### config.mk
export PLATFORM = sky130hd
export DESIGN_NAME = gshare_predictor
export DESIGN_NICKNAME = d
export VERILOG_FILES = /design/src/rtl/bp_pkg.sv /design/src/rtl/gshare_predictor.sv /design/src/rtl/counter_update.sv /design/src/rtl/pattern_table.sv /design/src/rtl/resolve_queue.sv
export SDC_FILE = /design/constraint.sdc
export NUM_CORES = 2
export LEC_CHECK = 0
export BUFFER_PORTS_ARGS = -buffer_cell sky130_fd_sc_hd__buf_2
export CORE_ASPECT_RATIO = 1.4
export CORE_MARGIN = 3
export CORE_UTILIZATION = 40
export CTS_BUF_LIST = sky130_fd_sc_hd__clkbuf_16
export DETAILED_ROUTE_END_ITERATION = 6
export SYNTH_ARGS = -nofsm -noshare
export SYNTH_HDL_FRONTEND = slang
export SYNTH_SLANG_ARGS = --single-unit
### constraint.sdc
create_clock -name clk -period 24.8 [get_ports clk]
set_clock_uncertainty 0.15 [all_clocks]
set_input_delay 7.44 -clock clk [delete_from_list [all_inputs] [get_ports clk]]
set_output_delay 7.44 -clock clk [all_outputs]
set_load 0.01 [all_outputs]
### src/rtl/bp_pkg.sv
`default_nettype none

package bp_pkg;

	// ========================================
	// sizes
	// ========================================

	// instruction address width
	localparam int ADDR_BITS = 32;
	// global history length, also the width of the hashed index field
	localparam int HIST_BITS = 5;
	// address bits used directly as the low index field
	localparam int LOW_BITS = 5;
	localparam int INDEX_BITS = HIST_BITS + LOW_BITS;
	localparam int TABLE_SIZE = 1 << INDEX_BITS;

	// superscalar widths
	localparam int FETCH_SLOTS = 2;
	localparam int COMMIT_SLOTS = 2;

	// resolve queue, depth must stay a power of two
	localparam int QUEUE_DEPTH = 16;
	localparam int QPTR_BITS = $clog2(QUEUE_DEPTH);

	// ========================================
	// types
	// ========================================

	// two bit saturating counter, msb set means predict taken
	typedef enum logic [1:0] {
		strong_nt = 2'd0,
		weak_nt   = 2'd1,
		weak_t    = 2'd2,
		strong_t  = 2'd3
	} ctr_state_e;

	// one resolved branch from commit
	typedef struct packed {
		logic                 valid;
		logic                 taken;
		logic [ADDR_BITS-1:0] addr;
	} commit_rec_t;

	// table index, hashed field on top
	typedef struct packed {
		logic [HIST_BITS-1:0] hashed;
		logic [LOW_BITS-1:0]  low;
	} table_idx_t;

	// gshare hash shared by fetch lookup and update
	// low field is straight address, upper field folds three address chunks with history
	function automatic table_idx_t gshare_index(input logic [ADDR_BITS-1:0] addr,
			input logic [HIST_BITS-1:0] hist);
		table_idx_t idx;
		idx.low = addr[LOW_BITS-1:0];
		idx.hashed = hist
			^ addr[LOW_BITS +: HIST_BITS]
			^ addr[LOW_BITS + HIST_BITS +: HIST_BITS]
			^ addr[LOW_BITS + 2*HIST_BITS +: HIST_BITS];
		return idx;
	endfunction

endpackage

`default_nettype wire
### src/rtl/gshare_predictor.sv
`timescale 1ns/1ps
`default_nettype none

module gshare_predictor import bp_pkg::*; (
	input  logic                                  clk,
	input  logic                                  rst,
	input  logic                                  en,
	input  logic [FETCH_SLOTS-1:0][ADDR_BITS-1:0] fetch_addr,
	input  commit_rec_t [COMMIT_SLOTS-1:0]        commit,
	output logic [FETCH_SLOTS-1:0]                predict_taken,
	output logic                                  queue_full
);

	// ========================================
	// internal nets
	// ========================================

	// queue to updater
	commit_rec_t          head;
	logic                 pop;
	// updater to table
	logic [HIST_BITS-1:0] history;
	table_idx_t           upd_idx;
	ctr_state_e           upd_state;
	logic                 wr_en;
	table_idx_t           wr_idx;
	ctr_state_e           wr_state;

	// resolved branches wait here until retired
	resolve_queue u_queue (
		.clk    (clk),
		.rst    (rst),
		.commit (commit),
		.pop    (pop),
		.head   (head),
		.full   (queue_full)
	);

	// retire path, one branch per cycle
	counter_update u_update (
		.clk       (clk),
		.rst       (rst),
		.en        (en),
		.head      (head),
		.pop       (pop),
		.history   (history),
		.upd_idx   (upd_idx),
		.upd_state (upd_state),
		.wr_en     (wr_en),
		.wr_idx    (wr_idx),
		.wr_state  (wr_state)
	);

	// counters, fetch lookup and update port
	pattern_table u_table (
		.clk           (clk),
		.fetch_addr    (fetch_addr),
		.history       (history),
		.en            (en),
		.predict_taken (predict_taken),
		.upd_idx       (upd_idx),
		.upd_state     (upd_state),
		.wr_en         (wr_en),
		.wr_idx        (wr_idx),
		.wr_state      (wr_state)
	);

endmodule

`default_nettype wire

### src/rtl/counter_update.sv
`timescale 1ns/1ps
`default_nettype none

module counter_update import bp_pkg::*; (
	input  logic                 clk,
	input  logic                 rst,
	input  logic                 en,
	input  commit_rec_t          head,
	output logic                 pop,
	output logic [HIST_BITS-1:0] history,
	output table_idx_t           upd_idx,
	input  ctr_state_e           upd_state,
	output logic                 wr_en,
	output table_idx_t           wr_idx,
	output ctr_state_e           wr_state
);

	// saturating next value of the head branch's counter
	ctr_state_e next_state;

	// head index uses the history as it stands before this retire
	assign upd_idx = gshare_index(head.addr, history);

	// one retire per cycle, frozen while disabled
	assign pop = en && head.valid;
	assign wr_en = pop;
	assign wr_idx = upd_idx;
	assign wr_state = next_state;

	// ========================================
	// two bit saturating counter
	// ========================================

	always_comb begin
		unique case (upd_state)
			strong_nt: next_state = head.taken ? weak_nt : strong_nt;
			weak_nt:   next_state = head.taken ? weak_t : strong_nt;
			weak_t:    next_state = head.taken ? strong_t : weak_nt;
			strong_t:  next_state = head.taken ? strong_t : weak_t;
			default:   next_state = weak_nt;
		endcase
	end

	// ========================================
	// global history
	// ========================================

	// newest outcome enters at bit 0, same edge as the table write
	always_ff @(posedge clk) begin
		if (rst)
			history <= '0;
		else if (wr_en)
			history <= {history[HIST_BITS-2:0], head.taken};
	end

	// a retire moves its counter toward the outcome
	// and only stays put at the saturated end
	a_wr_from_head: assert property (@(posedge clk) disable iff (rst)
		wr_en |-> (head.taken ? (wr_state >= upd_state) : (wr_state <= upd_state))
			&& ((wr_state != upd_state)
				|| (upd_state == (head.taken ? strong_t : strong_nt))))
		else $error("counter_update: counter write does not follow the branch outcome");

endmodule

`default_nettype wire

### src/rtl/pattern_table.sv
`timescale 1ns/1ps
`default_nettype none

module pattern_table import bp_pkg::*; (
	input  logic                                  clk,
	input  logic [FETCH_SLOTS-1:0][ADDR_BITS-1:0] fetch_addr,
	input  logic [HIST_BITS-1:0]                  history,
	input  logic                                  en,
	output logic [FETCH_SLOTS-1:0]                predict_taken,
	input  table_idx_t                            upd_idx,
	output ctr_state_e                            upd_state,
	input  logic                                  wr_en,
	input  table_idx_t                            wr_idx,
	input  ctr_state_e                            wr_state
);

	// ========================================
	// counter array
	// ========================================

	// distributed style memory, async reads
	ctr_state_e ctr_mem [TABLE_SIZE];

	// per slot hashed index and the counter it selects
	table_idx_t fetch_idx [FETCH_SLOTS];
	ctr_state_e fetch_state [FETCH_SLOTS];

	// every counter starts weakly not taken
	// reset leaves the table alone
	initial begin
		for (int i = 0; i < TABLE_SIZE; i++)
			ctr_mem[i] = weak_nt;
	end

	// ========================================
	// fetch lookup
	// ========================================

	// same cycle prediction from current history
	always_comb begin
		for (int s = 0; s < FETCH_SLOTS; s++) begin
			fetch_idx[s] = gshare_index(fetch_addr[s], history);
			fetch_state[s] = ctr_mem[fetch_idx[s]];
			// weak_t and strong_t both have the msb set
			predict_taken[s] = en && fetch_state[s][1];
		end
	end

	// ========================================
	// update side
	// ========================================

	// read port for the updater, current value before this edge's write
	assign upd_state = ctr_mem[upd_idx];

	// single write port
	always @(posedge clk) begin
		if (wr_en)
			ctr_mem[wr_idx] <= wr_state;
	end

endmodule

`default_nettype wire

### src/rtl/resolve_queue.sv
`timescale 1ns/1ps
`default_nettype none

module resolve_queue import bp_pkg::*; (
	input  logic                           clk,
	input  logic                           rst,
	input  commit_rec_t [COMMIT_SLOTS-1:0] commit,
	input  logic                           pop,
	output commit_rec_t                    head,
	output logic                           full
);

	// pointers carry one extra wrap bit
	logic [QPTR_BITS:0] wr_ptr;
	logic [QPTR_BITS:0] rd_ptr;
	logic [QPTR_BITS:0] used;
	logic [QPTR_BITS:0] free_cnt;
	logic [QPTR_BITS:0] n_valid;
	logic [QPTR_BITS:0] slot_ptr [COMMIT_SLOTS];
	logic               empty;

	// entry storage, payload only so no reset
	commit_rec_t mem [QUEUE_DEPTH];

	assign used = wr_ptr - rd_ptr;
	assign free_cnt = (QPTR_BITS+1)'(QUEUE_DEPTH) - used;
	assign empty = (used == '0);
	// must leave room for a full commit group
	assign full = (free_cnt < (QPTR_BITS+1)'(COMMIT_SLOTS));

	// ========================================
	// compaction of commit slots
	// ========================================

	// each valid slot lands after the valid slots before it
	always_comb begin
		n_valid = '0;
		for (int s = 0; s < COMMIT_SLOTS; s++) begin
			slot_ptr[s] = wr_ptr + n_valid;
			n_valid = n_valid + (QPTR_BITS+1)'(commit[s].valid);
		end
	end

	always_ff @(posedge clk) begin
		for (int s = 0; s < COMMIT_SLOTS; s++) begin
			if (commit[s].valid)
				mem[slot_ptr[s][QPTR_BITS-1:0]] <= commit[s];
		end
	end

	always_ff @(posedge clk) begin
		if (rst) begin
			wr_ptr <= '0;
			rd_ptr <= '0;
		end else begin
			wr_ptr <= wr_ptr + n_valid;
			// head moves only when something is there
			if (pop && !empty)
				rd_ptr <= rd_ptr + 1'b1;
		end
	end

	// oldest entry, valid low when nothing queued
	assign head = empty ? '0 : mem[rd_ptr[QPTR_BITS-1:0]];

	// commit side has to honour full
	a_no_write_full: assert property (@(posedge clk) disable iff (rst)
		full |-> !(|{commit[1].valid, commit[0].valid}))
		else $error("resolve_queue: commit presented while full");

	// updater only pops a valid head
	a_no_pop_empty: assert property (@(posedge clk) disable iff (rst)
		pop |-> !empty)
		else $error("resolve_queue: pop while empty");

endmodule

`default_nettype wire

Word-level counts from Yosys, hierarchy flattened

Memory sizes are Yosys's and may differ from the RTL's. A register that Yosys moved wholly into a read port is not among the register bits.
Cells that the tools add are included.

Add/sub/neg operators: 6
Multiply operators: 0
Div/mod/pow operators: 0
Magnitude comparators: 1
Eq/ne operators: 3
Shift-type cells: 0
Multiplexer cells: 14
Bitwise operators: 9
Reduce and logical (&&, ||, !) cells: 7

Operator list:

| operator                                                   | count |
|---|---|
| bitwise XOR 5 bit                                          | 9 |
| two-way mux 34 bit                                         | 1 |
| two-way mux 1 bit                                          | 8 |
| two-way mux 4 bit                                          | 2 |
| case mux 2 bit (4 select lines)                            | 1 |
| adder 5 x 1 -> 5 bit, second input constant                | 1 |
| adder 5 x 2 -> 5 bit                                       | 1 |
| zero test 5 bit                                            | 1 |
| less-than comparator 5 x 2 -> 1 bit, second input constant | 1 |
| subtractor 5 bit                                           | 1 |
| subtractor 5 bit, first input constant                     | 1 |
| adder 4 x 1 -> 4 bit                                       | 1 |
| equality test 2 bit, second input constant                 | 2 |
| logical AND 1 bit                                          | 4 |
| two-way mux 2 bit                                          | 2 |
| adder 1 x 1 -> 2 bit                                       | 1 |
| equality test 2 x 1 -> 1 bit, second input constant        | 1 |
| zero test 2 bit                                            | 1 |
| zero test 1 bit                                            | 1 |

Flip-flop bits (word level): 15
Latch bits: 0
RAM bits: 2592
ROM bits: 0
Word-level logic and storage cells: 45
Memories: 2

Memory list:

| memory          | depth | width | rd ports | clocked after Yosys merged registers in | write ports | line                | source |
|---|---|---|---|---|---|---|---|
| u_table.ctr_mem | 1024  | 2     | 3        | 0                                       | 1           | pattern_table.sv:22 | `ctr_state_e ctr_mem [TABLE_SIZE];` |
| u_queue.mem     | 16    | 34    | 1        | 1                                       | 2           | resolve_queue.sv:23 | `commit_rec_t mem [QUEUE_DEPTH];` |

Logic depth before layout (Yosys ltp)

An unclocked memory read counts as a cell.

Depth in word-level cells: 9
Depth in mapped cells: 27
Gate-level depth less buffers: 22

Cells and area by module

A second synthesis with hierarchy kept.

Cells, all modules: 7867
Area total of the unflattened synthesis: 129163.9 um^2

Modules (own cells, without submodules):

| module         | times used | cells each | area each (um^2) | sequential area each (um^2) |
|---|---|---|---|---|
| pattern_table  | 1          | 6038       | 100022.2         | 61499.0 |
| resolve_queue  | 1          | 1772       | 28640.0          | 16615.9 |
| counter_update | 1          | 57         | 501.7            | 100.1 |

Worst setup path after synthesis

OpenSTA, ideal clock, no wires.

Kind: register -> register
Start point: register u_queue.wr_ptr[0]
End point: memory u_table.ctr_mem[0][1] in the netlist's numbering (data pin)
Setup time: 2904 ps
Arrival: 17628 ps
Setup slack: 4118 ps
Cell stages (with the launch flop): 25
Buffers on the path: 5
Cell sequence: dfxtp_1 > inv_1 > ha_1 > inv_1 > fa_1 > a21o_1 > a21oi_1 > xnor2_1 > ha_1 > clkbuf_1 > nor2_1 > nand4_1 > a2bb2oi_4 > nor2_1 > clkbuf_1 > buf_2 > buf_2 > clkbuf_1 > nand3_1 > nand4_1 > a22oi_1 > nand3_1 > nand3_1 > a221oi_1 > maj3_1

Cells in the longest elaborated chain, start to end: 9
Elaborated cells between the ends (all ways): 14
Classes of those cells: add/sub: 1; eq/ne: 3; mux: 4; bitwise: 3; reduce/logical: 2; memory: 1

Ends and longest elaborated chain:

| item                                        | line                 | source |
|---|---|---|
| start: declaration                          | resolve_queue.sv:14  | `logic [QPTR_BITS:0] wr_ptr;` |
| start signal: assignment                    | resolve_queue.sv:56  | `wr_ptr <= wr_ptr + n_valid;` |
| subtractor 5 bit (*)                        | resolve_queue.sv:25  | `assign used = wr_ptr - rd_ptr;` |
| zero test 5 bit (*)                         | resolve_queue.sv:27  | `assign empty = (used == '0);` |
| two-way mux 34 bit (*)                      | resolve_queue.sv:64  | `assign head = empty ? '0 : mem[rd_ptr[QPTR_BITS-1:0]];` |
| bitwise XOR 5 bit                           | bp_pkg.sv:58         | `^ addr[LOW_BITS +: HIST_BITS]` |
| bitwise XOR 5 bit                           | bp_pkg.sv:59         | `^ addr[LOW_BITS + HIST_BITS +: HIST_BITS]` |
| bitwise XOR 5 bit                           | bp_pkg.sv:60         | `^ addr[LOW_BITS + 2*HIST_BITS +: HIST_BITS];` |
| memory (1024 x 2 bit)                       | -                    |  |
| equality test 2 bit (tied with other cells) | counter_update.sv:35 | `unique case (upd_state)` |
| case mux 2 bit (4 select lines) (*)         | counter_update.sv:35 |  |
| net u_table.wr_state[1]                     | pattern_table.sv:14  | `input ctr_state_e wr_state` |
| end: declaration                            | pattern_table.sv:22  |  |

The timed path passes the listed nets; every way through them passes the cells marked *.

Worst setup path after layout

Start point: input port fetch_addr[0] in the netlist's numbering
End point: output port predict_taken[0]

Cells in the longest elaborated chain, start to end: 2

Ends and longest elaborated chain:

| item                  | line                   | source |
|---|---|---|
| start: declaration    | gshare_predictor.sv:8  | `input logic [FETCH_SLOTS-1:0][ADDR_BITS-1:0] fetch_addr,` |
| memory (1024 x 2 bit) | -                      |  |
| logical AND 1 bit     | pattern_table.sv:45    | `predict_taken[s] = en && fetch_state[s][1];` |
| end: declaration      | gshare_predictor.sv:10 | `output logic [FETCH_SLOTS-1:0] predict_taken,` |

No other way between the ends.

==> out/qor.yml <==
timing:
  max_clock_freq_mhz: 49.8
  tns_ns: 0
  worst_pin_slew_ns: 1.34
  hold_viol: 0
  fin_crit_ns: 20.07
  rsz0062_at_grt: "false"
  slew_headroom_pct: 10.6
  period_share_pct: 80.9
  maxSlewViolCount: 0
  finalSetupViolations: 0
logic_synthesis:
  synthCells: 8052
  ys_async_sr_fraction_pct: 0
  ys_seq_elements: 2419
  yosysWarnings: 0
  yosysUniqueCellTypes: 101
  avgSynthCellArea_sq_um: 14.9
  netlist_area_sq_um: 120000
  syn_nets: 8199
  seq_area_frac_synth_pct: 60.6
  ys.flop_type: "edfxtp_1"
  synth_edf_count: 2400
floorplanning:
  io_pins: 138
  core_area_sq_um: 298000
  die_x_microns: 468
  die_h_microns: 653
  die_area_sq_um: 306000
  start_util_pct: 40.2
  rows: 237
routing:
  wl_per_cell_microns: 36.7
  num_vias: 80100
  routed_wl_mm: 440
  drt-vias-per-instance: 6.67
  drc: 0
  drtAntennaViolNets: 0
  firstDrtPassIters: 6
  drtIter0Drc: 11700
worst_setup_path:
  end_kind: "primary output"
  critical_path_peak_fanout: 89
  max_stage_delay_ns: 0.95
  worst_ep_required_time_ns: 17.21
  path_common_cell: "mux4_2"
  crit_path_start_kind: "input pin"
  cp_data_arrival_time_ns: 12.48
  crit_type: "in2out"
  cp_slowest_cell: "buf_4"
  crit_chain: "buf_8, buf_4, mux4_2, mux4_2, mux4_2, mux4_2, mux2i_1, nand2_1, o211a_1, buf_2"
clock_network:
  post_cts_buffers: 0
  clock_latency_ns: 0.95
  cts_tree: "built"
  clk_path_buf_depth: 4
  clock_sinks: 2419
  h-tree-depth: 4
  clkTransAtPathRegs_ns: 0.06
  cts-root-buf: "clkbuf_16"
  cts_hold_buffers: 0
  cts_made_buffers: 229
  postCtsResizedCells: 0
global_routing:
  grt_antenna_before_repair: 39
  grtUsageTotal_pct: 28.2
  grt_overflow: 0
  grt_max_degree: 246
  grt_pass1_vias: 78400
  grt_pass1_wl_mm: 608
cells_and_area:
  fillers: 26500
  area_delta_synth_final_pct: 10.1
  final_cell_mix: "edfxtp_1, nor2_1, nand2_1"
  regArea_sq_um: 72500
  drive_gt1_share_pct: 25.3
  multi_input_area_sq_um: 44300
  nets: 8021
  layout_commonest_cell: "edfxtp_1"
run:
  maxCapViolCount: 0
worst_hold_path:
  min_path_type: "reg2reg"
placement:
  gp_congestion: 0.894
  dp_hpwl_mm: 255
  io_buffer_count: 89
outcome:
  status: "finished, final reports clean"
-- flip-flops by register name (all words and copies together) (netlist names), named ones only --
signal and count:
u_table.ctr_mem 2048, u_queue.mem 352, u_queue.rd_ptr 5, u_queue.wr_ptr 5
u_update.history 5
-- final timing paths --
check                                from                           endpoint  slack, ns  cells after the start
max                         fetch_addr[0]                   predict_taken[0]       4.73                     10
min          u_queue.wr_ptr[4]$_SDFF_PP0_       u_queue.wr_ptr[4]$_SDFF_PP0_       0.39                      2
max reg2reg  u_queue.wr_ptr[0]$_SDFF_PP0_  u_table.ctr_mem[461][1]$_DFFE_PP_      12.00                     29
min reg2reg  u_queue.wr_ptr[4]$_SDFF_PP0_       u_queue.wr_ptr[4]$_SDFF_PP0_       0.39                      2
-- stage by stage --
stage	instance area, sq um	std cells	util [%]	hold WS [ns]	worst slack, ns
2_1_floorplan	120000	8052	-	0.328	4.12
3_3_place_gp	124000	11600	41.8	0.371	4.82
3_5_place_dp	124000	11600	41.8	0.378	4.82
4_1_cts	132000	12000	44.2	0.393	4.82
5_1_grt	132000	12000	44.2	0.421	4.70
6_report	132000	12000	44.2	0.393	4.73
-- cell usage after synthesis, drive strengths merged, types with 9 or more instances --
cell,number,share of area [%]
a2111oi,12,0.088
a211oi,14,0.088
a21o,12,0.075
a21oi,133,0.57
a221oi,27,0.20
a22o,17,0.12
a22oi,138,0.87
a311oi,21,0.15
a31oi,59,0.31
a32oi,71,0.54
and2,9,0.047
and3,56,0.30
buf,377,1.8
clkbuf,361,1.1
dfxtp,19,0.32
edfxtp,2400,60
ha,10,0.10
inv,14,0.044
mux2,346,3.3
mux2i,261,2.2
mux4,918,17
nand2,1008,3.2
nand2b,14,0.073
nand3,283,1.2
nand4,74,0.39
nor2,1113,3.5
nor2b,10,0.052
nor3,27,0.11
o2111ai,12,0.088
o21ai,37,0.16
o22ai,23,0.12
or2,15,0.081
xnor2,39,0.30
xor2,24,0.18
-- metal layers --
| layer | up-vias | GRT usage, % | wire length (microns) |
|---|---|---|---|
| met1 | 41200 | 32.6 | 140000 |
| met4 | 30 | 21.1 | 39100 |
| met3 | 1633 | 6.55 | 50100 |
| met5 | - | 0.255 | 288 |
| li1 | 31200 | - | - |
| met2 | 6024 | 45.6 | 211000 |
-- cell families (layout without fill, tap and decap cells) --
logic type	Yosys count	count (layout)	synth area share, %
and+or+nand+nor	2632	2632	9.08
DFF	2419	2419	60.6
muxes	1525	1525	22.8
buffers and inverters	753	752	3.01
AOI/OAI and AO/OA	646	646	3.94
xor gates and xnor gates	63	63	0.480
adders and majority gates	14	14	0.156
other	0	25	0
-- final cells by class --
cell class,count,share of cell area (%)
Tap cell,3943,3.74
Sequential cell,2419,55.0
Antenna cell,25,0.0475
Clock inverter,176,1.19
Multi-Input combinational cell,4880,33.6
Timing Repair Buffer,330,1.95
Inverter,14,0.0399
Clock buffer,232,4.41
-- critical path: cells and delay by family --
family                 cells  cell delay, ns
multiplexers               5            2.79
buffers and inverters      3            1.78
AND/OR/NAND/NOR            1            0.11
AO/OA/AOI/OAI              1            0.15
Power is left out: the tool's default activity adds up to more than one toggle a clock period on the data nets, which glitch-free logic cannot reach.
